[src/design/register_file.sv]
`timescale 1ns/100ps

module register_file (
	input  logic        clk,
	input  logic        rst,
	input  logic [4:0]  read_reg_a,
	input  logic [4:0]  read_reg_b,
	input  logic [4:0]  write_reg,
	input  logic        write_enable,
	input  logic [31:0] write_data,
	output logic [31:0] read_data_a,
	output logic [31:0] read_data_b
);
	logic [31:0] regs [32];

	always_ff @(posedge clk) begin
		if (rst) begin
			for (int i = 0; i < 32; i++) begin
				regs[i] <= 32'h0000_0000;
			end
		end else if (write_enable && write_reg != 5'd0) begin // $0 stays zero
			regs[write_reg] <= write_data;
		end
	end

	assign read_data_a = (read_reg_a == 5'd0) ? 32'h0000_0000 : regs[read_reg_a];
	assign read_data_b = (read_reg_b == 5'd0) ? 32'h0000_0000 : regs[read_reg_b];

	// Write-back mux must settle on a known value
	assert property (@(posedge clk) disable iff (rst) write_enable |-> !$isunknown(write_data))
		else $error("unknown write-back data to register %0d", write_reg);
endmodule

[config.mk]
export PLATFORM = sky130hd
export DESIGN_NAME = register_file
export DESIGN_NICKNAME = d
export VERILOG_FILES = /design/src/design/register_file.sv
export SDC_FILE = /design/constraint.sdc
export NUM_CORES = 2
export LEC_CHECK = 0
export BUFFER_PORTS_ARGS = -buffer_cell sky130_fd_sc_hd__buf_2
export CAP_MARGIN = 25
export CORE_MARGIN = 2
export CORE_UTILIZATION = 57
export DETAILED_ROUTE_END_ITERATION = 10
export PLACE_DENSITY = 0.76
export SKIP_CTS_REPAIR_TIMING = 1
export SLEW_MARGIN = 15
export SYNTH_ARGS = -nofsm -noshare
export SYNTH_HDL_FRONTEND = slang
export SYNTH_SLANG_ARGS = --single-unit
[constraint.sdc]
create_clock -name clk -period 2.5 [get_ports clk]
set_input_delay 0.5 -clock clk [delete_from_list [all_inputs] [get_ports clk]]
set_output_delay 0.5 -clock clk [all_outputs]
set_load 0.1 [all_outputs]
After elaboration in Yosys (flattened, before gate mapping)
Memory sizes are Yosys's and may differ from the RTL's.
Cells that the tools add are included.

storage, ports and cells
  logic and storage cells = 16
  memories kept = 1
  register bits after elaboration = 0
  output and inout port bits = 64
  RAM bits = 1024
  bits of input ports = 50

operators by class
  reduce and logical (&&, ||, !) cells = 5
  muxes and demuxes = 10

memory list
  memory  words  width  read ports  clocked after memory_dff  write ports  line  text
  regs    32     32     2           0                         32           14    logic [31:0] regs [32];

operators by type and width
  operator             count
  32-bit two-way mux   3
  32-bit OR reduction  1
  5-bit logical NOT    2
  1-bit two-way mux    6
  5-bit two-way mux    1
  5-bit nonzero test   1
  1-bit logical AND    1

Depth between registers and ports, before layout
  word-level depth = 7
  depth in mapped cells = 9
  gate-level depth less buffers = 4

Worst setup path after synthesis
Ideal clock, no wire load.

  kind = input to output
  from = in read_reg_b[0]
  to = out read_data_b[30]
  arrival = 6067 ps
  data required time = 2000 ps
  slack = -4067 ps
  path buffers = 3
  cell stages on the path = 6
  path through = buf_2 buf_6 buf_4 mux4_2 mux2i_1 a2111oi_0

on the way
  longest elaborated chain between the ends = 2

RTL lines
  what                                                     line  text
  start: declaration                                       7     input logic [4:0] read_reg_b,
  memory 32 x 32 bit or 5-bit logical NOT (tied branches)  --
  32-bit two-way mux (*)                                   27    assign read_data_b = (read_reg_b == 5'd0) ? 32'h0000_0000 : regs[read_reg_b];
  end: declaration                                         12    output logic [31:0] read_data_b

Mark *: on every way between the ends. The rest lies on a longest branch, timed or not.

==> flow_metrics.py <==
metrics = {
    "run_status": {
        "status": "finished with violations",
        "violations": "negative setup slack",
    },
    "run": {
        "cap_violations": 0,
    },
    "global_route": {
        "grt-ovfl-total": 0,
        "antenna_found_initial": 15,
        "track_usage_pct": 36.6,
        "grt_max_degree": 64,
        "grt_pass1_wl_um": 256000,
        "grt_pass1_vias": 37555,
    },
    "die": {
        "start_util_pct": 57.3,
        "design.core.area_um2": 94700,
        "dieArea_um2": 97700,
        "die_y_um": 313,
        "die_w_um": 313,
        "rows": 113,
        "ios": 114,
    },
    "timing": {
        "fin_crit_sh_pct": 129,
        "period_minus_slack_ns": 3.24,
        "fin_ws_ns": -0.736,
        "tns_ns": -36.99,
        "tightestPinTransition_ns": 1.05,
        "max_freq_mhz": 309,
        "hold_violations": 0,
        "rsz0062_at_grt": "yes",
        "slew_headroom_pct": 30.0,
        "setup_viol": 64,
        "maxSlewViolCount": 0,
    },
    "yosys": {
        "syn_avg_cell_area_um2": 15.5,
        "synth_top_area_share_pct": 56.7,
        "synth-seq-cells": 1024,
        "synth_edf_count": 1024,
        "ys_types": 42,
        "syn_inst": 3502,
        "yosysWarnings": 0,
        "synthArstFlopShare_pct": 0,
        "ys.flop_type": "edfxtp_1",
        "yosys.area.top_type": "edfxtp_1",
        "syn_area_um2": 54300,
        "seq_area_frac_synth_pct": 56.7,
        "synth_area_leaders": "edfxtp_1 57%, mux4_2 20%, and2_1 11%, mux2i_1 2.8%, clkbuf_1 1.9%",
    },
    "cells_and_area": {
        "nNetsFinal": 3955,
        "top_register": "regs",
        "largest_reg_flops": 1024,
        "syn_to_final_growth_pct": 24.8,
        "mostFrequentLayoutCell": "edfxtp_1",
        "final_cell_mix": "1024 x edfxtp_1, 993 x and2_1, 472 x mux4_2",
        "reg_top3": "regs (1024)",
        "layout-drive-gt1-share_pct": 40.4,
    },
    "setup_path": {
        "cp_data_arrival_time_ns": 2.74,
        "crit_type": "register to primary output",
        "worst_setup_path_end_kind": "primary output",
        "crit_required_ns": 2.00,
        "crit_fanout": 2,
        "start_kind": "register",
    },
    "place": {
        "dp_hpwl_um": 116000,
        "routabilityCongestion": 0.953,
        "dp_slack_ns": -0.844,
        "port-buffer-count": 113,
    },
    "drt": {
        "drt-pass1-iter-count": 5,
        "vias": 37059,
        "drt_iter0_markers": 6138,
        "routed_wl_um": 184000,
        "antenna_left": 0,
        "via_per_inst": 7.04,
        "drcViolationCount": 0,
        "drt-wirelength-per-cell_um": 35.0,
    },
    "hold_path": {
        "min_from": "write_data[22]",
        "min_path_type": "input pin to register",
        "whs_path_depth": 2,
        "whs_endpoint": "regs[22][22]",
    },
    "clocking": {
        "cts_root_buffer": "clkbuf_16",
        "cts_tree": "yes",
        "cts_max_level": 3,
        "clock_sinks": 1024,
        "clockBufferDepth": 3,
        "cts_buffers": 106,
        "clkSlewWorstSetupHoldPaths_ns": 0.07,
    },
    "power_and_ir_drop": {
        "ir_drop_v": 0.000721,
        "cellLeakagePower_uw": 0.0242,
        "power_density_nw_per_um2": 655,
    },
}
-- power breakdown --
part	internal, uW	total (uW)	switching, uW
logic	3680	8410	4740
registers	19800	20400	564
clock network	8780	15500	6700
total	32300	44300	12000
-- per-stage QoR --
step | hold slack, ns | instances | util [%] | area, um2 | total power (uW)
floorplan | 0.698 | 3533 | - | 56300 | 25200
global placement | 1.13 | 4974 | 64.7 | 61300 | 27700
detailed placement | 1.14 | 4974 | 64.7 | 61300 | 27900
CTS | 0.420 | 5164 | 68.3 | 64700 | 43100
global route | 0.456 | 5253 | 71.4 | 67700 | 45200
finish | 0.441 | 5267 | 71.5 | 67700 | 44300
-- worst max-delay path, stage by stage, from the launching register on --
cell	delay, ns
edfxtp_1	0.46
mux4_2	0.52
mux4_2	0.56
o22ai_2	0.13
buf_6	0.14
nor3_4	0.05
buf_12	0.17
-- area by class of cell --
cell class	instances	area [um2]
sequential	1024	30700
timing repair buffer	651	7470
clock inverter	60	489
inverter	2	7.51
clock buffer	130	2830
fill	5739	27000
antenna	15	37.5
tap	1265	1580
multi-input combinational	2120	24500
-- cells by family after synthesis --
kind of cell           count (synthesis)  synth area share [%]
flip-flops                          1024                  56.7
multiplexers                         652                  23.0
AO/OA/AOI/OAI                        259                  3.65
other                                  1               0.00691
AND/OR/NAND/NOR                     1177                  13.3
buffers and inverters                389                  3.35
-- cell usage after synthesis (7+ instances only) --
cell / number
buf_2: 46
edfxtp_1: 1024
o22ai_1: 103
buf_1: 11
nor2b_1: 14
nor2_1: 36
buf_4: 38
buf_6: 21
a22oi_1: 16
mux4_2: 472
nor3_1: 54
and2_1: 995
mux2_2: 30
or2_2: 33
a21oi_1: 12
a2111oi_1: 41
a22o_1: 51
a211oi_1: 7
a2111oi_0: 14
nand2_1: 7
mux2i_1: 150
clkbuf_1: 271
-- layer usage --
metal | GRT usage, % | up-vias | wire length [um]
met3 | 8.56 | 627 | 23100
met1 | 47.9 | 18858 | 61500
li1 | - | 14410 | -
met2 | 56.8 | 3156 | 87800
met5 | 0 | - | 53
met4 | 21.0 | 8 | 11800
-- worst max-delay path by stage --
stage | from | endpoint | depth (start not counted)
after global routing | regs[25][30] | read_data_a[30] | 6
after global placement | read_reg_b[0] | read_data_b[29] | 8
after CTS | regs[15][29] | read_data_b[29] | 6
after detailed placement | read_reg_b[0] | read_data_b[15] | 8
final | regs[25][30] | read_data_a[30] | 6
after floorplan | read_reg_a[1] | read_data_a[21] | 7
Power figures use the tool's default switching activity.
