## src/design/mips_pkg.sv

```systemverilog
package mips_pkg;
	localparam logic [5:0] OP_RTYPE = 6'b000000;
	localparam logic [5:0] OP_J     = 6'b000010;
	localparam logic [5:0] OP_JAL   = 6'b000011;
	localparam logic [5:0] OP_BEQ   = 6'b000100;
	localparam logic [5:0] OP_BNE   = 6'b000101;
	localparam logic [5:0] OP_ADDIU = 6'b001001;
	localparam logic [5:0] OP_SLTI  = 6'b001010;
	localparam logic [5:0] OP_SLTIU = 6'b001011;
	localparam logic [5:0] OP_ANDI  = 6'b001100;
	localparam logic [5:0] OP_ORI   = 6'b001101;
	localparam logic [5:0] OP_XORI  = 6'b001110;
	localparam logic [5:0] OP_LUI   = 6'b001111;
	localparam logic [5:0] OP_LW    = 6'b100011;
	localparam logic [5:0] OP_SW    = 6'b101011;

	localparam logic [5:0] FN_SLL   = 6'b000000;
	localparam logic [5:0] FN_SRL   = 6'b000010;
	localparam logic [5:0] FN_SRA   = 6'b000011;
	localparam logic [5:0] FN_JR    = 6'b001000;
	localparam logic [5:0] FN_JALR  = 6'b001001;
	localparam logic [5:0] FN_MFHI  = 6'b010000;
	localparam logic [5:0] FN_MFLO  = 6'b010010;
	localparam logic [5:0] FN_MULT  = 6'b011000;
	localparam logic [5:0] FN_MULTU = 6'b011001;
	localparam logic [5:0] FN_ADDU  = 6'b100001;
	localparam logic [5:0] FN_SUBU  = 6'b100011;
	localparam logic [5:0] FN_AND   = 6'b100100;
	localparam logic [5:0] FN_OR    = 6'b100101;
	localparam logic [5:0] FN_XOR   = 6'b100110;
	localparam logic [5:0] FN_NOR   = 6'b100111;
	localparam logic [5:0] FN_SLT   = 6'b101010;
	localparam logic [5:0] FN_SLTU  = 6'b101011;

	localparam logic [3:0] ALU_ADD  = 4'd0;
	localparam logic [3:0] ALU_SUB  = 4'd1;
	localparam logic [3:0] ALU_AND  = 4'd2;
	localparam logic [3:0] ALU_OR   = 4'd3;
	localparam logic [3:0] ALU_XOR  = 4'd4;
	localparam logic [3:0] ALU_NOR  = 4'd5;
	localparam logic [3:0] ALU_SLT  = 4'd6;
	localparam logic [3:0] ALU_SLTU = 4'd7;
	localparam logic [3:0] ALU_SLL  = 4'd8;
	localparam logic [3:0] ALU_SRL  = 4'd9;
	localparam logic [3:0] ALU_SRA  = 4'd10;
	localparam logic [3:0] ALU_LUI  = 4'd11;

	localparam logic [1:0] SRC_B_REG = 2'd0;
	localparam logic [1:0] SRC_B_IMM = 2'd1;
	localparam logic [1:0] SRC_B_PC4 = 2'd2;

	localparam logic [1:0] DEST_RT = 2'd0;
	localparam logic [1:0] DEST_RD = 2'd1;
	localparam logic [1:0] DEST_RA = 2'd2; // Link register $31

	typedef union packed {
		struct packed {
			logic [5:0] op;
			logic [4:0] rs;
			logic [4:0] rt;
			logic [4:0] rd;
			logic [4:0] shamt;
			logic [5:0] funct;
		} r_view;
		struct packed {
			logic [5:0]  op;
			logic [4:0]  rs;
			logic [4:0]  rt;
			logic [15:0] imm16;
		} i_view;
	} instr_word_t;
endpackage
```

## src/design/ctrl_if.sv

```systemverilog
`timescale 1ns/100ps

interface ctrl_if (
	input logic clk,
	input logic rst
);
	logic       register_write;
	logic       memory_to_register;
	logic       memory_write;
	logic       alu_src_a_shamt;      // Shift by instruction shamt
	logic [1:0] alu_src_b;
	logic [1:0] register_destination;
	logic       branch;
	logic       branch_on_equal;
	logic       jump;
	logic       jump_register;
	logic       link;                 // Write back PC+4
	logic       hi_lo_write;
	logic       multiply_signed;
	logic       read_hi_lo;
	logic       read_hi;
	logic       zero_extend;
	logic [3:0] alu_op;

	modport decode (
		input  clk, rst,
		output register_write, memory_to_register, memory_write, alu_src_a_shamt,
		output alu_src_b, register_destination, branch, branch_on_equal, jump,
		output jump_register, link, hi_lo_write, multiply_signed, read_hi_lo,
		output read_hi, zero_extend, alu_op
	);

	modport use_side (
		input register_write, memory_to_register, memory_write, alu_src_a_shamt,
		input alu_src_b, register_destination, branch, branch_on_equal, jump,
		input jump_register, link, hi_lo_write, multiply_signed, read_hi_lo,
		input read_hi, zero_extend, alu_op
	);
endinterface

```

## src/design/program_counter.sv

```systemverilog
`timescale 1ns/100ps

module program_counter #(
	parameter logic [31:0] RESET_VECTOR = 32'h0000_0000
) (
	input  logic                  clk,
	input  logic                  rst,
	ctrl_if.use_side              ctrl,
	input  mips_pkg::instr_word_t instruction,
	input  logic [31:0]           register_target,
	input  logic                  equal,
	output logic [31:0]           pc,
	output logic [31:0]           pc_plus4
);
	logic [31:0] branch_target;
	logic [31:0] jump_target;
	logic [31:0] next_pc;
	logic        take_branch;

	assign pc_plus4 = pc + 32'd4;
	assign branch_target = pc_plus4 +
		{{14{instruction.i_view.imm16[15]}}, instruction.i_view.imm16, 2'b00};
	assign jump_target = {pc_plus4[31:28], instruction.i_view.rs, instruction.i_view.rt,
		instruction.i_view.imm16, 2'b00}; // 26-bit target field
	assign take_branch = ctrl.branch && (equal == ctrl.branch_on_equal);

	always_comb begin
		if (ctrl.jump_register) begin
			next_pc = register_target;
		end else if (ctrl.jump) begin
			next_pc = jump_target;
		end else if (take_branch) begin
			next_pc = branch_target;
		end else begin
			next_pc = pc_plus4;
		end
	end

	always_ff @(posedge clk) begin
		if (rst) begin
			pc <= RESET_VECTOR;
		end else begin
			pc <= next_pc;
		end
	end

	// Catches a misaligned jr target from the register file
	assert property (@(posedge clk) disable iff (rst) pc[1:0] == 2'b00)
		else $error("misaligned pc %h", pc);
endmodule

```

## src/flat_wrapper.sv

```systemverilog
// flat-port wrapper written by rule: the top's interface ports become plain ports
module program_counter_flat 
#(
	parameter logic [31:0] RESET_VECTOR = 32'h0000_0000
)
  (clk, rst, instruction, register_target, equal, pc, pc_plus4, ctrl_register_write, ctrl_memory_to_register, ctrl_memory_write, ctrl_alu_src_a_shamt, ctrl_alu_src_b, ctrl_register_destination, ctrl_branch, ctrl_branch_on_equal, ctrl_jump, ctrl_jump_register, ctrl_link, ctrl_hi_lo_write, ctrl_multiply_signed, ctrl_read_hi_lo, ctrl_read_hi, ctrl_zero_extend, ctrl_alu_op);
  ctrl_if ctrl_i (.clk(clk), .rst(rst));
  input  logic clk;
  input  logic rst;
  input  mips_pkg::instr_word_t instruction;
  input  logic [31:0] register_target;
  input  logic equal;
  output logic [31:0] pc;
  output logic [31:0] pc_plus4;
  input wire logic [$bits(ctrl_i.register_write)-1:0] ctrl_register_write;
  input wire logic [$bits(ctrl_i.memory_to_register)-1:0] ctrl_memory_to_register;
  input wire logic [$bits(ctrl_i.memory_write)-1:0] ctrl_memory_write;
  input wire logic [$bits(ctrl_i.alu_src_a_shamt)-1:0] ctrl_alu_src_a_shamt;
  input wire logic [$bits(ctrl_i.alu_src_b)-1:0] ctrl_alu_src_b;
  input wire logic [$bits(ctrl_i.register_destination)-1:0] ctrl_register_destination;
  input wire logic [$bits(ctrl_i.branch)-1:0] ctrl_branch;
  input wire logic [$bits(ctrl_i.branch_on_equal)-1:0] ctrl_branch_on_equal;
  input wire logic [$bits(ctrl_i.jump)-1:0] ctrl_jump;
  input wire logic [$bits(ctrl_i.jump_register)-1:0] ctrl_jump_register;
  input wire logic [$bits(ctrl_i.link)-1:0] ctrl_link;
  input wire logic [$bits(ctrl_i.hi_lo_write)-1:0] ctrl_hi_lo_write;
  input wire logic [$bits(ctrl_i.multiply_signed)-1:0] ctrl_multiply_signed;
  input wire logic [$bits(ctrl_i.read_hi_lo)-1:0] ctrl_read_hi_lo;
  input wire logic [$bits(ctrl_i.read_hi)-1:0] ctrl_read_hi;
  input wire logic [$bits(ctrl_i.zero_extend)-1:0] ctrl_zero_extend;
  input wire logic [$bits(ctrl_i.alu_op)-1:0] ctrl_alu_op;
  assign ctrl_i.register_write = ctrl_register_write;
  assign ctrl_i.memory_to_register = ctrl_memory_to_register;
  assign ctrl_i.memory_write = ctrl_memory_write;
  assign ctrl_i.alu_src_a_shamt = ctrl_alu_src_a_shamt;
  assign ctrl_i.alu_src_b = ctrl_alu_src_b;
  assign ctrl_i.register_destination = ctrl_register_destination;
  assign ctrl_i.branch = ctrl_branch;
  assign ctrl_i.branch_on_equal = ctrl_branch_on_equal;
  assign ctrl_i.jump = ctrl_jump;
  assign ctrl_i.jump_register = ctrl_jump_register;
  assign ctrl_i.link = ctrl_link;
  assign ctrl_i.hi_lo_write = ctrl_hi_lo_write;
  assign ctrl_i.multiply_signed = ctrl_multiply_signed;
  assign ctrl_i.read_hi_lo = ctrl_read_hi_lo;
  assign ctrl_i.read_hi = ctrl_read_hi;
  assign ctrl_i.zero_extend = ctrl_zero_extend;
  assign ctrl_i.alu_op = ctrl_alu_op;
  program_counter #(.RESET_VECTOR(RESET_VECTOR)) u_core (.clk(clk), .rst(rst), .ctrl(ctrl_i), .instruction(instruction), .register_target(register_target), .equal(equal), .pc(pc), .pc_plus4(pc_plus4));
endmodule
```

## config.mk

```make
export PLATFORM = sky130hd
export DESIGN_NAME = program_counter_flat
export DESIGN_NICKNAME = d
export VERILOG_FILES = /design/src/design/mips_pkg.sv /design/src/design/ctrl_if.sv /design/src/design/program_counter.sv /design/src/flat_wrapper.sv
export SDC_FILE = /design/constraint.sdc
export NUM_CORES = 1
export LEC_CHECK = 0
export ABC_AREA = 0
export BUFFER_PORTS_ARGS = -buffer_cell sky130_fd_sc_hd__buf_2
export CAP_MARGIN = 20
export CORE_MARGIN = 2
export CORE_UTILIZATION = 50
export CTS_BUF_LIST = sky130_fd_sc_hd__clkbuf_16
export CTS_CLUSTER_DIAMETER = 40
export CTS_CLUSTER_SIZE = 12
export DETAILED_ROUTE_END_ITERATION = 10
export PLACE_DENSITY = 0.86
export SETUP_SLACK_MARGIN = 0.05
export SLEW_MARGIN = 30
export SYNTH_ARGS = -nofsm -noshare
export SYNTH_HDL_FRONTEND = slang
export SYNTH_SLANG_ARGS = --single-unit
```

## constraint.sdc

```tcl
create_clock -name clk -period 4.9 [get_ports clk]
set_clock_uncertainty 0.15 [all_clocks]
set_input_delay 0.245 -clock clk [delete_from_list [all_inputs] [get_ports clk]]
set_output_delay 0.245 -clock clk [all_outputs]
set_load 0.03 [all_outputs]
```

# Word level (Yosys, flattened, before mapping)
# Cells that the tools add are included.
# op_classes
div	0
bitwise	0
n_eq_ne	1
n_reduce_logical	1
shift	0
mul	0
order_cmp	0
muxes	3
addsub	2
# ops
op	count
2-to-1 mux 32 bit	3
adder 32 x 3 -> 32 bit (second input constant)	1
adder 32 bit	1
equality test 1 bit	1
logical AND 1 bit	1
# word_totals
output_inout_bits	64
regBits	32
mem_bits_ro	0
mem_bits_rw	0
elab_cells	8
memories	0
inputBits	89
latch_bits	0

# Depth between registers and ports, before layout
# logic_depth
word_depth	5
ltp_mapped	17
ltp_nobuf	16

# Worst setup path before layout
# OpenSTA, ideal clock, no wires.
# synth_path
path_type	reg-to-reg
startpoint	reg u_core.pc[2]
endpoint	reg u_core.pc[31]
path_slack_ns	0.306
setup_time_ns	0.118
arrival_ns	4.326
path_buffers	0
t_required_ns	4.632
stages_incl_launch_ff	17
period_less_slack_ns	4.594
cell_sequence	dfxtp_1 -> ha_1 -> inv_1 -> or4_4 -> nor2_2 -> nand2_1 -> xnor2_1 -> ha_1 -> nor3_1 -> o31ai_1 -> o211ai_1 -> a21boi_0 -> a211oi_1 -> or2_1 -> a311oi_1 -> mux2i_1 -> nand2_1
# synth_via
elab_chain_cells	5
# synth_lines
item	line_no	rtl
from (decl)	program_counter.sv:12	output logic [31:0] pc,
from (signal assigned)	program_counter.sv:43	pc <= next_pc;
adder 32 x 3 -> 32 bit	program_counter.sv:20	assign pc_plus4 = pc + 32'd4;
net pc_plus4[20]	flat_wrapper.sv:14	output logic [31:0] pc_plus4;
adder 32 bit	program_counter.sv:21	assign branch_target = pc_plus4 +
2-to-1 mux 32 bit	program_counter.sv:32	end else if (take_branch) begin
2-to-1 mux 32 bit	program_counter.sv:30	end else if (ctrl.jump) begin
2-to-1 mux 32 bit	program_counter.sv:28	if (ctrl.jump_register) begin
# The timed path passes the listed nets, and every way through them passes these cells.
# A chain may end at the register's enable or synchronous reset.

# Final worst setup path
# layout_path
startpoint	reg u_core.pc[3]
endpoint	reg u_core.pc[31]
# layout_via
elab_chain_cells	5
# layout_lines
item	line_no
adder 32 x 3 -> 32 bit (*)	program_counter.sv:20
adder 32 bit	program_counter.sv:21
2-to-1 mux 32 bit	program_counter.sv:32
2-to-1 mux 32 bit (*)	program_counter.sv:30
2-to-1 mux 32 bit (*)	program_counter.sv:28
# Every way passes the cells marked *; elsewhere a longest branch is shown, timed or not.

==> impl_summary.md <==
Clock tree
The number of clock sinks seen by CTS is 32. The number of buffers created by CTS is 5. The H-tree was split into 2 levels. For the worst-skew pair, the clock arrives at the later sink with an insertion delay of between 200 and 300 ps. The number of gates resized after CTS was 0. The clock transition at the register clock pins on the worst setup and hold paths after CTS is 60 ps. The tree is rooted in a sky130_fd_sc_hd__clkbuf_16.

The post-CTS setup buffer count is 0. The longest clock path from root to sink contains 2 buffers. The CTS tree is yes. The number of hold buffers added after CTS was 0.

Yosys
The number of unique standard cell types used by synthesis is 70. The share of async-settable or async-resettable flops after synthesis is 0. The average cell area after synthesis is 7.41 sq um. The number of enable-type register cells in the synthesized netlist is 0. The cell area that synthesis handed to floorplanning was between 3000 and 4000 sq um.

The net count after synthesis is about 650. The register bit count reported by yosys is 32. The total number of yosys warnings is 0. The most instantiated flip-flop cell in the synthesis netlist is sky130_fd_sc_hd__dfxtp_1.

The cell count after synthesis is 527. For this run, the register share of the synthesized area comes to 0.164.

Floorplanning
The cell row count is 32. The area of the die is 8530 sq um. The number of top-level pins is 153. The horizontal die dimension is approximately 92 um.

The die span in y is 92.4 um. After floorplanning, the core was sized to cover around 7600 sq um. The starting utilization of the core area is 0.510.

Cells and area
From synthesis to final layout, the design area changed by 22.1%. In the final layout, the share of cells above drive strength 1 is 0.251. Leaving out fill and tap cells, the most frequent cells in the layout are sky130_fd_sc_hd__buf_2, sky130_fd_sc_hd__nand2_1, sky130_fd_sc_hd__nor2_1.

In the final layout, the registers with the most flip-flops are u_core.pc x32. The most common cell after layout, fill and taps aside is sky130_fd_sc_hd__buf_2. The register with the most flip-flops in the layout has 32 of them.

The final net count is 770. The final instance count without filler cells is roughly 750. The number of inserted diodes is 0.

The register with the most flip-flops in the final layout is u_core.pc.

Job
Across the run, the number of max-cap violations was 0.

Worst setup path
At the worst endpoint, the arrival time is 4420 ps. The worst register-to-register path begins at u_core.pc[3]$_SDFF_PP0_. For flop-to-flop paths, the worst setup slack is 500 ps. The critical path class is flop to flop. The element type at the critical path end is a flop. In this run the worst setup path terminates at u_core.pc[31]$_SDFF_PP0_. The most critical setup path has its startpoint at u_core.pc[3]$_SDFF_PP0_. The worst endpoint required time is 4920 ps. The worst register-to-register path ends at u_core.pc[31]$_SDFF_PP0_. In this run the worst path has a maximum fanout of 6. The type of origin of the critical path is a flop.

The depth of the worst register-to-register path is 16.

STA
For the pin with the worst max-slew slack, the measured transition is roughly 850 ps. The number of max-slew violations in the final report came to 0. For the finished layout, the period the worst path requires is 4400 ps. Setup repair after global routing left no endpoint under its margin. The final clock period utilization by the worst path is 0.897. Adding up every negative setup slack in the final design gives 0 ps. The number of failing hold endpoints at the final stage is 0. In this run the tightest slew margin relative to its limit is 0.433. The number of endpoints failing setup at the final stage is 0. The achievable frequency is 227 MHz.

Route
The total detailed-routing wirelength is around 13,000 um. After detailed routing, the number of remaining DRC violations is 0. The detail route stage leaves a number of antenna-violating nets equal to 0. After detailed routing, the average wire length per cell comes to 17.7 um. After the first detailed-routing iteration, the DRC count stood at 419. Dividing the detail-routed via count by the number of cells gives around 6.2. Summing over every cut layer, the via total after detailed routing is 4,646. The first TritonRoute pass finished after 7 iterations.

Global routing
For this run, the total global-route usage over all layers was measured as 0.310. The initial antenna violation count is 0. The leftover overflow at the end of global routing is 0.

The first global-routing pass estimated between 20,000 and 25,000 um of wire. The number of global-route vias before repair is 4,476. The pin count of the biggest net entering global routing is 37.

Placement
In this run the tool buffered the top-level ports with ~130 buffer cells. The half-perimeter wire length after placement is just over 10,000 um. The total placed cells including tap cells is 739. The congestion estimate from routability-driven global placement came to 0.964.

Power
In this run the static leakage power is 2.33 nW. The total power divided by cell area is ~250 nW/um^2. VDD sags by at most 0.194 mV.

Status
The run finished with clean final reports.

Min path
The path class of the lowest-slack min-delay path is input pin to flop.
## power by group
part / leakage (nW) / total [mW] / internal, mW / switching, mW
registers: 0.266 / 0.308 / 0.281 / 0.0271
logic: 1.99 / 0.575 / 0.211 / 0.363
clock network: 0.0738 / 0.308 / 0.183 / 0.125
## stage by stage
step | power (mW) | hold slack [ps] | setup slack, ps | instance area (sq um) | util
global route | 1.25 | 18.3 | 136 | 4770 | 0.623
global placement | 0.857 | 290 | 591 | 4620 | 0.604
finish | 1.19 | 9.18 | 503 | 4770 | 0.623
floorplan | 0.716 | 204 | 306 | 3900 | -
detailed placement | 0.872 | 304 | 509 | 4620 | 0.604
CTS | 1.18 | 13.1 | 489 | 4760 | 0.622
## area by class of cell
| cell class | count | area, sq um |
|---|---|---|
| inverters | 14 | 52.6 |
| multi-input cells | 456 | 3120 |
| fillers | 678 | 2880 |
| clock buffers | 5 | 125 |
| clock inverters | 3 | 11.3 |
| well taps | 102 | 128 |
| flip-flops and latches | 32 | 641 |
| repair buffers | 135 | 693 |
## worst min path at each step
stage / start / end / slack [ps] / cells after the start
detailed placement: register_target[22] / u_core.pc[22]$_SDFF_PP0_ / 300 / 2
floorplan: register_target[12] / u_core.pc[12]$_SDFF_PP0_ / 200 / 2
finish: register_target[12] / u_core.pc[12]$_SDFF_PP0_ / 9 / 3
global route: register_target[22] / u_core.pc[22]$_SDFF_PP0_ / 20 / 2
global placement: register_target[22] / u_core.pc[22]$_SDFF_PP0_ / 290 / 2
CTS: register_target[12] / u_core.pc[12]$_SDFF_PP0_ / 10 / 3
## cell families after synthesis
logic type | synth area share
AOI/OAI and AO/OA | 0.314
xor gates and xnor gates | 0.121
adders and majority gates | 0.121
buffers and inverters | 0.0401
DFF | 0.164
muxes | 0.00801
and+or+nand+nor | 0.233
## cells in the mapped netlist, types with 6 or more instances
master / n / area share
sky130_fd_sc_hd__a211oi_1: 11 / 0.021
sky130_fd_sc_hd__a21o_1: 15 / 0.029
sky130_fd_sc_hd__a21oi_1: 52 / 0.067
sky130_fd_sc_hd__a31oi_1: 6 / 0.0096
sky130_fd_sc_hd__and3_1: 8 / 0.013
sky130_fd_sc_hd__clkbuf_1: 19 / 0.018
sky130_fd_sc_hd__dfxtp_1: 32 / 0.16
sky130_fd_sc_hd__ha_1: 36 / 0.12
sky130_fd_sc_hd__inv_1: 14 / 0.013
sky130_fd_sc_hd__nand2_1: 59 / 0.057
sky130_fd_sc_hd__nand3_1: 16 / 0.021
sky130_fd_sc_hd__nor2_1: 53 / 0.051
sky130_fd_sc_hd__nor3_1: 13 / 0.017
sky130_fd_sc_hd__o211ai_1: 14 / 0.027
sky130_fd_sc_hd__o21ai_0: 26 / 0.033
sky130_fd_sc_hd__xnor2_1: 31 / 0.070
sky130_fd_sc_hd__xor2_1: 19 / 0.043
## routing by layer
layer / track usage / vias up / routed length, um
met2: 0.535 / 262 / 6220
met3: 0.0602 / 50 / 1250
met4: 0.132 / 0 / 461
met1: 0.374 / 2143 / 5330
met5: 0 / - / 0
li1: - / 2191 / -
## worst max-delay path, stage by stage (launching register included)
cell and delay [ps]:
sky130_fd_sc_hd__dfxtp_1 410, sky130_fd_sc_hd__ha_1 290, sky130_fd_sc_hd__inv_1 60, sky130_fd_sc_hd__or4_4 600
sky130_fd_sc_hd__nor2_2 240, sky130_fd_sc_hd__nand2_1 100, sky130_fd_sc_hd__xnor2_1 160, sky130_fd_sc_hd__ha_1 420
sky130_fd_sc_hd__nand2_1 150, sky130_fd_sc_hd__o31ai_2 320, sky130_fd_sc_hd__o211ai_1 130, sky130_fd_sc_hd__a21boi_0 260
sky130_fd_sc_hd__a211oi_1 110, sky130_fd_sc_hd__or2_1 270, sky130_fd_sc_hd__a311oi_1 350, sky130_fd_sc_hd__mux2i_1 220
sky130_fd_sc_hd__nand2_1 60
No activity file was read; power rests on OpenSTA's default activity.
