===== src/design/mips_pkg.sv =====
package mips_pkg;
	localparam logic [5:0] OP_RTYPE = 6'b000000;
	localparam logic [5:0] OP_J     = 6'b000010;
	localparam logic [5:0] OP_JAL   = 6'b000011;
	localparam logic [5:0] OP_BEQ   = 6'b000100;
	localparam logic [5:0] OP_BNE   = 6'b000101;
	localparam logic [5:0] OP_ADDIU = 6'b001001;
	localparam logic [5:0] OP_SLTI  = 6'b001010;
	localparam logic [5:0] OP_SLTIU = 6'b001011;
	localparam logic [5:0] OP_ANDI  = 6'b001100;
	localparam logic [5:0] OP_ORI   = 6'b001101;
	localparam logic [5:0] OP_XORI  = 6'b001110;
	localparam logic [5:0] OP_LUI   = 6'b001111;
	localparam logic [5:0] OP_LW    = 6'b100011;
	localparam logic [5:0] OP_SW    = 6'b101011;

	localparam logic [5:0] FN_SLL   = 6'b000000;
	localparam logic [5:0] FN_SRL   = 6'b000010;
	localparam logic [5:0] FN_SRA   = 6'b000011;
	localparam logic [5:0] FN_JR    = 6'b001000;
	localparam logic [5:0] FN_JALR  = 6'b001001;
	localparam logic [5:0] FN_MFHI  = 6'b010000;
	localparam logic [5:0] FN_MFLO  = 6'b010010;
	localparam logic [5:0] FN_MULT  = 6'b011000;
	localparam logic [5:0] FN_MULTU = 6'b011001;
	localparam logic [5:0] FN_ADDU  = 6'b100001;
	localparam logic [5:0] FN_SUBU  = 6'b100011;
	localparam logic [5:0] FN_AND   = 6'b100100;
	localparam logic [5:0] FN_OR    = 6'b100101;
	localparam logic [5:0] FN_XOR   = 6'b100110;
	localparam logic [5:0] FN_NOR   = 6'b100111;
	localparam logic [5:0] FN_SLT   = 6'b101010;
	localparam logic [5:0] FN_SLTU  = 6'b101011;

	localparam logic [3:0] ALU_ADD  = 4'd0;
	localparam logic [3:0] ALU_SUB  = 4'd1;
	localparam logic [3:0] ALU_AND  = 4'd2;
	localparam logic [3:0] ALU_OR   = 4'd3;
	localparam logic [3:0] ALU_XOR  = 4'd4;
	localparam logic [3:0] ALU_NOR  = 4'd5;
	localparam logic [3:0] ALU_SLT  = 4'd6;
	localparam logic [3:0] ALU_SLTU = 4'd7;
	localparam logic [3:0] ALU_SLL  = 4'd8;
	localparam logic [3:0] ALU_SRL  = 4'd9;
	localparam logic [3:0] ALU_SRA  = 4'd10;
	localparam logic [3:0] ALU_LUI  = 4'd11;

	localparam logic [1:0] SRC_B_REG = 2'd0;
	localparam logic [1:0] SRC_B_IMM = 2'd1;
	localparam logic [1:0] SRC_B_PC4 = 2'd2;

	localparam logic [1:0] DEST_RT = 2'd0;
	localparam logic [1:0] DEST_RD = 2'd1;
	localparam logic [1:0] DEST_RA = 2'd2; // Link register $31

	typedef union packed {
		struct packed {
			logic [5:0] op;
			logic [4:0] rs;
			logic [4:0] rt;
			logic [4:0] rd;
			logic [4:0] shamt;
			logic [5:0] funct;
		} r_view;
		struct packed {
			logic [5:0]  op;
			logic [4:0]  rs;
			logic [4:0]  rt;
			logic [15:0] imm16;
		} i_view;
	} instr_word_t;
endpackage

===== src/design/ctrl_if.sv =====
`timescale 1ns/100ps

interface ctrl_if (
	input logic clk,
	input logic rst
);
	logic       register_write;
	logic       memory_to_register;
	logic       memory_write;
	logic       alu_src_a_shamt;      // Shift by instruction shamt
	logic [1:0] alu_src_b;
	logic [1:0] register_destination;
	logic       branch;
	logic       branch_on_equal;
	logic       jump;
	logic       jump_register;
	logic       link;                 // Write back PC+4
	logic       hi_lo_write;
	logic       multiply_signed;
	logic       read_hi_lo;
	logic       read_hi;
	logic       zero_extend;
	logic [3:0] alu_op;

	modport decode (
		input  clk, rst,
		output register_write, memory_to_register, memory_write, alu_src_a_shamt,
		output alu_src_b, register_destination, branch, branch_on_equal, jump,
		output jump_register, link, hi_lo_write, multiply_signed, read_hi_lo,
		output read_hi, zero_extend, alu_op
	);

	modport use_side (
		input register_write, memory_to_register, memory_write, alu_src_a_shamt,
		input alu_src_b, register_destination, branch, branch_on_equal, jump,
		input jump_register, link, hi_lo_write, multiply_signed, read_hi_lo,
		input read_hi, zero_extend, alu_op
	);
endinterface


===== src/design/control_unit.sv =====
`timescale 1ns/100ps

module control_unit (
	input mips_pkg::instr_word_t instruction,
	ctrl_if.decode               ctrl
);
	logic [3:0] funct_op;
	logic       illegal_op;

	always_comb begin
		case (instruction.r_view.funct)
			mips_pkg::FN_SUBU: funct_op = mips_pkg::ALU_SUB;
			mips_pkg::FN_AND:  funct_op = mips_pkg::ALU_AND;
			mips_pkg::FN_OR:   funct_op = mips_pkg::ALU_OR;
			mips_pkg::FN_XOR:  funct_op = mips_pkg::ALU_XOR;
			mips_pkg::FN_NOR:  funct_op = mips_pkg::ALU_NOR;
			mips_pkg::FN_SLT:  funct_op = mips_pkg::ALU_SLT;
			mips_pkg::FN_SLTU: funct_op = mips_pkg::ALU_SLTU;
			mips_pkg::FN_SLL:  funct_op = mips_pkg::ALU_SLL;
			mips_pkg::FN_SRL:  funct_op = mips_pkg::ALU_SRL;
			mips_pkg::FN_SRA:  funct_op = mips_pkg::ALU_SRA;
			default:           funct_op = mips_pkg::ALU_ADD; // addu
		endcase
	end

	always_comb begin
		ctrl.register_write       = 1'b0;
		ctrl.memory_to_register   = 1'b0;
		ctrl.memory_write         = 1'b0;
		ctrl.alu_src_a_shamt      = 1'b0;
		ctrl.alu_src_b            = mips_pkg::SRC_B_REG;
		ctrl.register_destination = mips_pkg::DEST_RT;
		ctrl.branch               = 1'b0;
		ctrl.branch_on_equal      = 1'b0;
		ctrl.jump                 = 1'b0;
		ctrl.jump_register        = 1'b0;
		ctrl.link                 = 1'b0;
		ctrl.hi_lo_write          = 1'b0;
		ctrl.multiply_signed      = 1'b0;
		ctrl.read_hi_lo           = 1'b0;
		ctrl.read_hi              = 1'b0;
		ctrl.zero_extend          = 1'b0;
		ctrl.alu_op               = mips_pkg::ALU_ADD;
		illegal_op                = 1'b0;
		case (instruction.i_view.op)
			mips_pkg::OP_RTYPE: begin
				case (instruction.r_view.funct)
					mips_pkg::FN_SLL, mips_pkg::FN_SRL, mips_pkg::FN_SRA: begin
						ctrl.register_write       = 1'b1;
						ctrl.register_destination = mips_pkg::DEST_RD;
						ctrl.alu_src_a_shamt      = 1'b1;
						ctrl.alu_op               = funct_op;
					end
					mips_pkg::FN_ADDU, mips_pkg::FN_SUBU, mips_pkg::FN_AND, mips_pkg::FN_OR,
					mips_pkg::FN_XOR, mips_pkg::FN_NOR, mips_pkg::FN_SLT, mips_pkg::FN_SLTU: begin
						ctrl.register_write       = 1'b1;
						ctrl.register_destination = mips_pkg::DEST_RD;
						ctrl.alu_op               = funct_op;
					end
					mips_pkg::FN_JR: ctrl.jump_register = 1'b1;
					mips_pkg::FN_JALR: begin
						ctrl.register_write       = 1'b1;
						ctrl.register_destination = mips_pkg::DEST_RD;
						ctrl.alu_src_b            = mips_pkg::SRC_B_PC4;
						ctrl.jump_register        = 1'b1;
						ctrl.link                 = 1'b1;
					end
					mips_pkg::FN_MULT: begin
						ctrl.hi_lo_write     = 1'b1;
						ctrl.multiply_signed = 1'b1;
					end
					mips_pkg::FN_MULTU: ctrl.hi_lo_write = 1'b1;
					mips_pkg::FN_MFHI, mips_pkg::FN_MFLO: begin
						ctrl.register_write       = 1'b1;
						ctrl.register_destination = mips_pkg::DEST_RD;
						ctrl.read_hi_lo           = 1'b1;
						ctrl.read_hi = (instruction.r_view.funct == mips_pkg::FN_MFHI);
					end
					default: ; // Unknown function, nothing active
				endcase
			end
			mips_pkg::OP_J: ctrl.jump = 1'b1;
			mips_pkg::OP_JAL: begin
				ctrl.register_write       = 1'b1;
				ctrl.register_destination = mips_pkg::DEST_RA;
				ctrl.alu_src_b            = mips_pkg::SRC_B_PC4;
				ctrl.jump                 = 1'b1;
				ctrl.link                 = 1'b1;
			end
			mips_pkg::OP_BEQ, mips_pkg::OP_BNE: begin
				ctrl.branch          = 1'b1;
				ctrl.branch_on_equal = (instruction.i_view.op == mips_pkg::OP_BEQ);
				ctrl.alu_op          = mips_pkg::ALU_SUB;
			end
			mips_pkg::OP_ADDIU, mips_pkg::OP_SLTI, mips_pkg::OP_SLTIU, mips_pkg::OP_LUI,
			mips_pkg::OP_ANDI, mips_pkg::OP_ORI, mips_pkg::OP_XORI, mips_pkg::OP_LW: begin
				ctrl.register_write     = 1'b1;
				ctrl.alu_src_b          = mips_pkg::SRC_B_IMM;
				ctrl.memory_to_register = (instruction.i_view.op == mips_pkg::OP_LW);
				case (instruction.i_view.op)
					mips_pkg::OP_SLTI:  ctrl.alu_op = mips_pkg::ALU_SLT;
					mips_pkg::OP_SLTIU: ctrl.alu_op = mips_pkg::ALU_SLTU;
					mips_pkg::OP_LUI:   ctrl.alu_op = mips_pkg::ALU_LUI;
					mips_pkg::OP_ANDI:  ctrl.alu_op = mips_pkg::ALU_AND;
					mips_pkg::OP_ORI:   ctrl.alu_op = mips_pkg::ALU_OR;
					mips_pkg::OP_XORI:  ctrl.alu_op = mips_pkg::ALU_XOR;
					default:            ctrl.alu_op = mips_pkg::ALU_ADD; // addiu, lw
				endcase
				ctrl.zero_extend = (instruction.i_view.op == mips_pkg::OP_ANDI) ||
				                   (instruction.i_view.op == mips_pkg::OP_ORI) ||
				                   (instruction.i_view.op == mips_pkg::OP_XORI);
			end
			mips_pkg::OP_SW: begin
				ctrl.memory_write = 1'b1;
				ctrl.alu_src_b    = mips_pkg::SRC_B_IMM;
			end
			default: illegal_op = 1'b1; // Controls stay inactive
		endcase
	end

	// Fetched word must decode once the core runs
	assert property (@(posedge ctrl.clk) disable iff (ctrl.rst) !illegal_op)
		else $error("unsupported opcode %b", instruction.r_view.op);
endmodule


===== src/flat_wrapper.sv =====
// flat-port wrapper written by rule: the top's interface ports become plain ports
module control_unit_flat 
  (instruction, clk, rst, ctrl_register_write, ctrl_memory_to_register, ctrl_memory_write, ctrl_alu_src_a_shamt, ctrl_alu_src_b, ctrl_register_destination, ctrl_branch, ctrl_branch_on_equal, ctrl_jump, ctrl_jump_register, ctrl_link, ctrl_hi_lo_write, ctrl_multiply_signed, ctrl_read_hi_lo, ctrl_read_hi, ctrl_zero_extend, ctrl_alu_op);
  ctrl_if ctrl_i (.clk(clk), .rst(rst));
  input mips_pkg::instr_word_t instruction;
  input wire logic clk;
  input wire logic rst;
  output wire logic [$bits(ctrl_i.register_write)-1:0] ctrl_register_write;
  output wire logic [$bits(ctrl_i.memory_to_register)-1:0] ctrl_memory_to_register;
  output wire logic [$bits(ctrl_i.memory_write)-1:0] ctrl_memory_write;
  output wire logic [$bits(ctrl_i.alu_src_a_shamt)-1:0] ctrl_alu_src_a_shamt;
  output wire logic [$bits(ctrl_i.alu_src_b)-1:0] ctrl_alu_src_b;
  output wire logic [$bits(ctrl_i.register_destination)-1:0] ctrl_register_destination;
  output wire logic [$bits(ctrl_i.branch)-1:0] ctrl_branch;
  output wire logic [$bits(ctrl_i.branch_on_equal)-1:0] ctrl_branch_on_equal;
  output wire logic [$bits(ctrl_i.jump)-1:0] ctrl_jump;
  output wire logic [$bits(ctrl_i.jump_register)-1:0] ctrl_jump_register;
  output wire logic [$bits(ctrl_i.link)-1:0] ctrl_link;
  output wire logic [$bits(ctrl_i.hi_lo_write)-1:0] ctrl_hi_lo_write;
  output wire logic [$bits(ctrl_i.multiply_signed)-1:0] ctrl_multiply_signed;
  output wire logic [$bits(ctrl_i.read_hi_lo)-1:0] ctrl_read_hi_lo;
  output wire logic [$bits(ctrl_i.read_hi)-1:0] ctrl_read_hi;
  output wire logic [$bits(ctrl_i.zero_extend)-1:0] ctrl_zero_extend;
  output wire logic [$bits(ctrl_i.alu_op)-1:0] ctrl_alu_op;
  assign ctrl_register_write = ctrl_i.register_write;
  assign ctrl_memory_to_register = ctrl_i.memory_to_register;
  assign ctrl_memory_write = ctrl_i.memory_write;
  assign ctrl_alu_src_a_shamt = ctrl_i.alu_src_a_shamt;
  assign ctrl_alu_src_b = ctrl_i.alu_src_b;
  assign ctrl_register_destination = ctrl_i.register_destination;
  assign ctrl_branch = ctrl_i.branch;
  assign ctrl_branch_on_equal = ctrl_i.branch_on_equal;
  assign ctrl_jump = ctrl_i.jump;
  assign ctrl_jump_register = ctrl_i.jump_register;
  assign ctrl_link = ctrl_i.link;
  assign ctrl_hi_lo_write = ctrl_i.hi_lo_write;
  assign ctrl_multiply_signed = ctrl_i.multiply_signed;
  assign ctrl_read_hi_lo = ctrl_i.read_hi_lo;
  assign ctrl_read_hi = ctrl_i.read_hi;
  assign ctrl_zero_extend = ctrl_i.zero_extend;
  assign ctrl_alu_op = ctrl_i.alu_op;
  control_unit u_core (.instruction(instruction), .ctrl(ctrl_i));
endmodule

===== config.mk =====
export PLATFORM = sky130hd
export DESIGN_NAME = control_unit_flat
export DESIGN_NICKNAME = d
export VERILOG_FILES = /design/src/design/mips_pkg.sv /design/src/design/ctrl_if.sv /design/src/design/control_unit.sv /design/src/flat_wrapper.sv
export SDC_FILE = /design/constraint.sdc
export NUM_CORES = 1
export LEC_CHECK = 0
export BUFFER_PORTS_ARGS = -buffer_cell sky130_fd_sc_hd__buf_2
export CORE_AREA = 2 2 50 52
export DETAILED_ROUTE_END_ITERATION = 8
export DIE_AREA = 0 0 52 54
export SETUP_SLACK_MARGIN = 0.1
export SLEW_MARGIN = 5
export SYNTH_ARGS = -nofsm -noshare
export SYNTH_HDL_FRONTEND = slang
export SYNTH_SLANG_ARGS = --single-unit

===== constraint.sdc =====
create_clock -name vclk -period 2.47
set_clock_uncertainty 0.1 [all_clocks]
set_input_delay 0.247 -clock vclk [all_inputs]
set_output_delay 0.247 -clock vclk [all_outputs]
set_load 0.1 [all_outputs]

Yosys cells after proc, flatten, opt, wreduce, memory -nomap -nowiden
Cells that the tools add are included.
- bits in registers: 0
- word-level logic and storage cells: 74
- input bits: 34
- output and inout bits: 22
- reduce and logical (&&, ||, !) cells: 15
- multiplexer cells: 30
- equality and inequality tests: 29
- operator list (cell ; number):
    equality test 6 bit, second input constant ; 10
    equality test 6 x 4 -> 1 bit, second input constant ; 9
    case mux 4 bit (10 select lines) ; 1
    equality test 6 x 2 -> 1 bit, second input constant ; 4
    equality test 6 x 5 -> 1 bit, second input constant ; 4
    case mux 4 bit (6 select lines) ; 1
    two-way mux 1 bit ; 21
    OR reduction 9 bit ; 2
    OR reduction 14 bit ; 1
    equality test 6 x 3 -> 1 bit, second input constant ; 2
    zero test 6 bit ; 2
    case mux 4 bit (3 select lines) ; 1
    OR reduction 11 bit ; 1
    OR reduction 2 bit ; 5
    OR reduction 8 bit ; 1
    case mux 2 bit (3 select lines) ; 1
    two-way mux 4 bit ; 1
    case mux 1 bit (2 select lines) ; 2
    case mux 2 bit (2 select lines) ; 1
    OR reduction 3 bit ; 1
    logical OR 1 bit ; 2
    two-way mux 2 bit ; 1

Longest topological paths before layout
Gate-level depths: netlist of run 1.
- depth after elaboration: 4
- gate-level depth with buffers: 5
- depth with buffers taken out: 4

Worst setup path before layout of run 1
OpenSTA, ideal clock, no wires.
- kind: input to output
- start point: input port instruction[27] in the netlist's numbering
- end point: output port ctrl_memory_to_register
- path slack: -1.430 ns
- arrival time: 3.553 ns
- required time: 2.123 ns
- stages: 3
- path buffers: 1
- cells stage by stage: clkbuf_1 -> nand2_1 -> nor4_1
- longest elaborated chain between the ends: 3
- elaborated cells on any way between the ends: 10
- classes of those cells: eq/ne (8); mux (1); reduce/logical (1)
- ends and longest elaborated chain (item ; RTL line ; source):
    start, declared ; flat_wrapper.sv:5 ; input mips_pkg::instr_word_t instruction;
    equality test 6 x 4 -> 1 bit or equality test 6 bit (tied branches) ; control_unit.sv:45, control_unit.sv:99 ;
    OR reduction 8 bit ; control_unit.sv:45 ; case (instruction.i_view.op)
    two-way mux 1 bit * ; control_unit.sv:45 ;
    end, declared ; flat_wrapper.sv:9 ; output wire logic [$bits(ctrl_i.memory_to_register)-1:0] ctrl_memory_to_register;
Mark *: on every way between the ends. The rest lies on a longest branch, timed or not.

Worst setup path in the final report of run 1
- start point: input port instruction[31] in the netlist's numbering
- end point: output port ctrl_read_hi
- longest elaborated chain between the ends: 2
- ends and longest elaborated chain (item ; RTL line ; source):
    zero test 6 bit ; control_unit.sv:45 ;
    two-way mux 1 bit ; control_unit.sv:45 ;
    end, declared ; flat_wrapper.sv:22 ; output wire logic [$bits(ctrl_i.read_hi)-1:0] ctrl_read_hi;
No other way between the ends.

==> results of run 1 <==
## area by class of cell
type | instances | area [um^2]
multi-input cells | 82 | 630.6
fillers | 236 | 1316
inverters | 2 | 7.507
well taps | 30 | 37.54
repair buffers | 35 | 327.8
## layout by cell type (no fill, tap or decap), types with 2 or more instances in the layout
master and instances:
buf_2 24, buf_12 10, a21oi_1 8, nand2_1 7, nor3_4 5, nor2_1 5, nand3_1 4, nand2b_1 4
nor2b_1 4, o21ai_0 4, nor3_1 3, nor3b_1 3, nand4_1 2, inv_1 2, or3_1 2, a21oi_2 2
a31oi_1 2, nand3b_1 2, nor4_1 2
## kinds of logic (layout without fill, tap and decap cells)
family	Yosys count	count (layout)	synth area share
xor gates and xnor gates	1	1	0.01602
AOI/OAI and AO/OA	25	25	0.2975
buffers and inverters	12	37	0.08466
and+or+nand+nor	56	56	0.6019
## critical path, cell delays in order
cell,delay (ns)
buf_2,0.14
or4_4,0.60
nor3_4,0.20
nand2_2,0.18
nor4_4,0.22
buf_12,0.21
## metal layers
metal  part of all wire  vias up
met1               0.45      364
met3              0.071        0
met5                  0        -
met4                  0        0
met2               0.48       27
li1                   -      403
## final timing paths
path / from / endpoint / slack (ns) / cells past startpoint
min: instruction[4] / ctrl_jump_register / 0.79 / 3
max: instruction[31] / ctrl_read_hi / 0.31 / 6
## where the power goes
group / total, mW / internal (mW) / switching, mW / leakage (nW)
clock network: 0 / 0 / 0 / 0
logic: 0.151 / 0.0439 / 0.107 / 0.379
registers: 0 / 0 / 0 / 0
total: 0.151 / 0.0439 / 0.107 / 0.379
==> impl_metrics.csv, run 1 <==
group,metric,value,unit
yosys,syn_inst,94,
sta,max_freq,463.2,MHz
die,dieWidth,52,um
routing,ant_nets,0,
die,io_pins,56,
die,rows,18,
yosys,avgSynthCellArea,5.817,um^2
pwr,p_leak,0.3790,nW
status,run_status,"complete, no violations",
clock_tree,post_cts_resize_count,0,
die,die-area,2808,um^2
yosys,synth_top_area_frac,0.08238,
flow_run,drv_cap,0,
yosys,ys_seq_area_frac,0,
yosys,synth_cell_types,37,
finish,layout.area.seq,0,um^2
routing,num_vias,794,
global_route,grtUsageTotal,0.1374,
worst_setup_path,cp.arrival,1.81,ns
yosys,yosys_warnings,0,
global_route,met2_usage,0.2722,
global_route,grt_pass1_wl,3139,um
sta,tns,0,ns
pwr,power.total,151.0,uW
routing,wirelength,1797,um
global_route,overflow,0,
clock_tree,cts_hold_buf,0,
yosys,synth_top_cell_by_area,"a21oi_1",
clock_tree,post-cts-setup-buffers,0,
place,dp.cells,149,
finish,diodes,0,
sta,setup_viol,0,
sta,period_minus_slack,2.159,ns
yosys,synth_nets,128,
global_route,antenna_found_initial,0,
finish,area_delta_synth_final,83.52,%
pwr,cellPowerDensity,150.4,nW/um^2
worst_setup_path,worstSetupPathType,"input port to primary output",
routing,drc,0,
finish,final_nets,155,
sta,fin_ws,0.3109,ns
sta,worst_pin_slew,0.6439,ns
worst_setup_path,path_max_fanout,6,
sta,rsz0062_at_grt,"no",
sta,drv_slew,0,
finish,nClkBuffers,0,
yosys,synthTopCellsByCount,"9 x a21oi_1, 8 x clkbuf_1, 8 x nand2_1, 8 x nor3_1, 7 x nor2_1",
global_route,grt_max_degree,18,
sta,final_hold_viol_count,0,
global_route,grt_pass1_vias,717,
pwr,ir_drop,0.07970,mV
hold_path,hp-class,"input port to primary output",
global_route,use_met3,0.005556,
worst_setup_path,cp_data_required_time,2.12,ns
place,routabilityCongestion,0.7878,
routing,viasPerCell,5.329,
finish,finalNonFillerCells,149,
routing,wl_per_cell,12.06,um
die,core-area,2320,um^2
yosys,synthTopCellsByArea,"a21oi_1 8.2%, nor3_1 7.3%, clkbuf_1 5.5%",
finish,final_util,0.4326,
worst_setup_path,critPathCaptureType,"primary output",
die,start_util,0.2357,
finish,layout-drive-gt1-share,0.4706,
routing,first_iter_violations,6,
place,placed_area,1001,um^2
sta,relSlewSlack,0.5698,
sta,whs,0.7932,ns
global_route,busiest_layer,"met2",
global_route,gr-usage-met1,0.1727,
place,place_ws,0.1933,ns
yosys,yosysMostFrequentCell,"a21oi_1",
routing,dr.pass1.iters,4,
finish,fin_area,1003,um^2
yosys,synth.cell_area,546.8,um^2
worst_setup_path,cp-start-kind,"input port",
die,fp.dieH,54,um
sta,fin_crit_sh,0.8741,
finish,nFlopsAndLatches,0,
place,dp.final_hpwl,1422,um
place,portBuffers,34,
No activity file was read; power rests on OpenSTA's default activity.
==> inputs of run 2 (changes only) <==
--- a/config.mk
+++ b/config.mk
@@ -6,6 +6,7 @@
 export NUM_CORES = 1
 export LEC_CHECK = 0
 export BUFFER_PORTS_ARGS = -buffer_cell sky130_fd_sc_hd__buf_2
+export CAP_MARGIN = 20
 export CORE_AREA = 2 2 50 52
 export DETAILED_ROUTE_END_ITERATION = 8
 export DIE_AREA = 0 0 52 54
==> constraint.sdc (replaced) <==
create_clock -name vclk -period 2.47
set_clock_uncertainty 0.1 [all_clocks]
set_input_delay 0.494 -clock vclk [all_inputs]
set_output_delay 0.494 -clock vclk [all_outputs]
set_load 0.1 [all_outputs]
==> run 2 against run 1 <==
  * The run now ends with setup timing left
  * Highest routed layer is now met4
  * Largest cell class unchanged
  * Routed wire length rose by 23%
  * Design area is 42% higher
  * Worst hold slack better by 0.49 ns
  * Clock-buffer cell count unchanged
==> impl_metrics.csv, run 2 (synthesized netlist as in run 1, its figures left out) <==
group,metric,value,unit
sta,setup_viol,7,
hold_path,hp-class,"input port to primary output",
sta,max_freq,391.9,MHz
die,io_pins,56,
pwr,cellPowerDensity,139.9,nW/um^2
status,violations,"setup timing",
routing,first_iter_violations,7,
worst_setup_path,cp_data_required_time,1.88,ns
sta,final_hold_viol_count,0,
flow_run,drv_cap,0,
die,rows,18,
sta,fin_crit_sh,1.033,
sta,fin_ws,-0.08199,ns
finish,diodes,0,
finish,nClkBuffers,0,
worst_setup_path,worstSetupPathType,"input port to primary output",
finish,layout-drive-gt1-share,0.6014,
die,fp.dieH,54,um
pwr,power.total,199.0,uW
die,die-area,2808,um^2
sta,rsz0062_at_grt,"yes",
pwr,ir_drop,0.1333,mV
place,routabilityCongestion,0.8639,
finish,fin_area,1423,um^2
sta,relSlewSlack,0.7783,
pwr,p_leak,0.5426,nW
global_route,grt_max_degree,16,
routing,drc,0,
finish,layout.area.seq,0,um^2
worst_setup_path,path_max_fanout,4,
sta,period_minus_slack,2.552,ns
global_route,grtUsageTotal,0.1720,
global_route,overflow,0,
worst_setup_path,cp_slowest_stage_delay,0.57,ns
place,dp.final_hpwl,1734,um
finish,area_delta_synth_final,160.2,%
global_route,grt_pass1_wl,3801,um
place,portBuffers,34,
routing,num_vias,883,
routing,viasPerCell,5.256,
global_route,grt_pass1_vias,842,
place,placed_area,1360,um^2
worst_setup_path,critPathSlowestCell,"or4_4",
finish,final_nets,174,
die,start_util,0.2357,
sta,drv_slew,0,
routing,wirelength,2216,um
routing,ant_nets,0,
routing,dr.pass1.iters,4,
sta,worst_pin_slew,0.3291,ns
finish,nFlopsAndLatches,0,
finish,final_cell_mix,"22 x buf_12, 18 x buf_4, 10 x buf_2",
worst_setup_path,cp.arrival,1.96,ns
worst_setup_path,cp-start-kind,"input port",
worst_setup_path,crit_chain,"buf_6 -> or4_4 -> nor3_4 -> buf_4 -> nor3b_4 -> buf_12",
die,core-area,2320,um^2
global_route,antenna_found_initial,0,
worst_setup_path,critPathCaptureType,"primary output",
status,run_status,"finished with violations",
die,dieWidth,52,um
routing,wl_per_cell,13.19,um
finish,layout_commonest_cell,"buf_12",
-- run 2: worst max-delay path, delay by kind of cell --
family / cells / cell delay (ns)
buffers and inverters: 3 / 0.44
AND/OR/NAND/NOR: 3 / 1.00
-- run 2: routing by layer --
layer,routed length [um],track usage,up-vias
li1,-,-,438
met1,833,0.2000,405
met2,1118,0.3165,38
met3,252,0.05556,2
met4,11,0.01754,0
met5,0,0,-
-- run 2: cell type report --
class	instances	area [um^2]
fill	191	897.1
inverter	2	7.507
multi-input combinational	82	710.7
tap	30	37.54
timing repair buffer	54	666.9
-- run 2: path summary, 6_finish.rpt --
kind,cells after the start,start,end
setup / recovery,6,instruction[31],ctrl_jump_register
hold / removal,3,instruction[1],ctrl_read_hi
-- run 2: timing repair --
action / in CTS / in global routing
pin swaps: 1 / 5
resized for setup: 3 / 6
buffers inserted: 1 / 3
hold buffers: 0 / 0
cloned: 0 / 0
endpoints found under the setup margin: 10 / 13
-- run 2: power breakdown --
group / switching, mW / internal (mW) / total, mW
Combinational: 0.123 / 0.0762 / 0.199
Clock: 0 / 0 / 0
Sequential: 0 / 0 / 0
Total: 0.123 / 0.0762 / 0.199
-- run 2: metrics by stage --
stage                     cells  setup WS (ns)  utilization  setup TNS, ns  hold WS, ns
after floorplan              94        -0.5643            -         -4.827       0.9818
after global placement      164       -0.07013       0.5863        -0.3052        1.291
after detailed placement    164        -0.1157       0.5863        -0.5146        1.284
after CTS                   165       -0.09705       0.5949        -0.3437        1.287
after global routing        168        -0.1440       0.6133        -0.7843        1.310
final                       168       -0.08199       0.6133        -0.4163        1.286
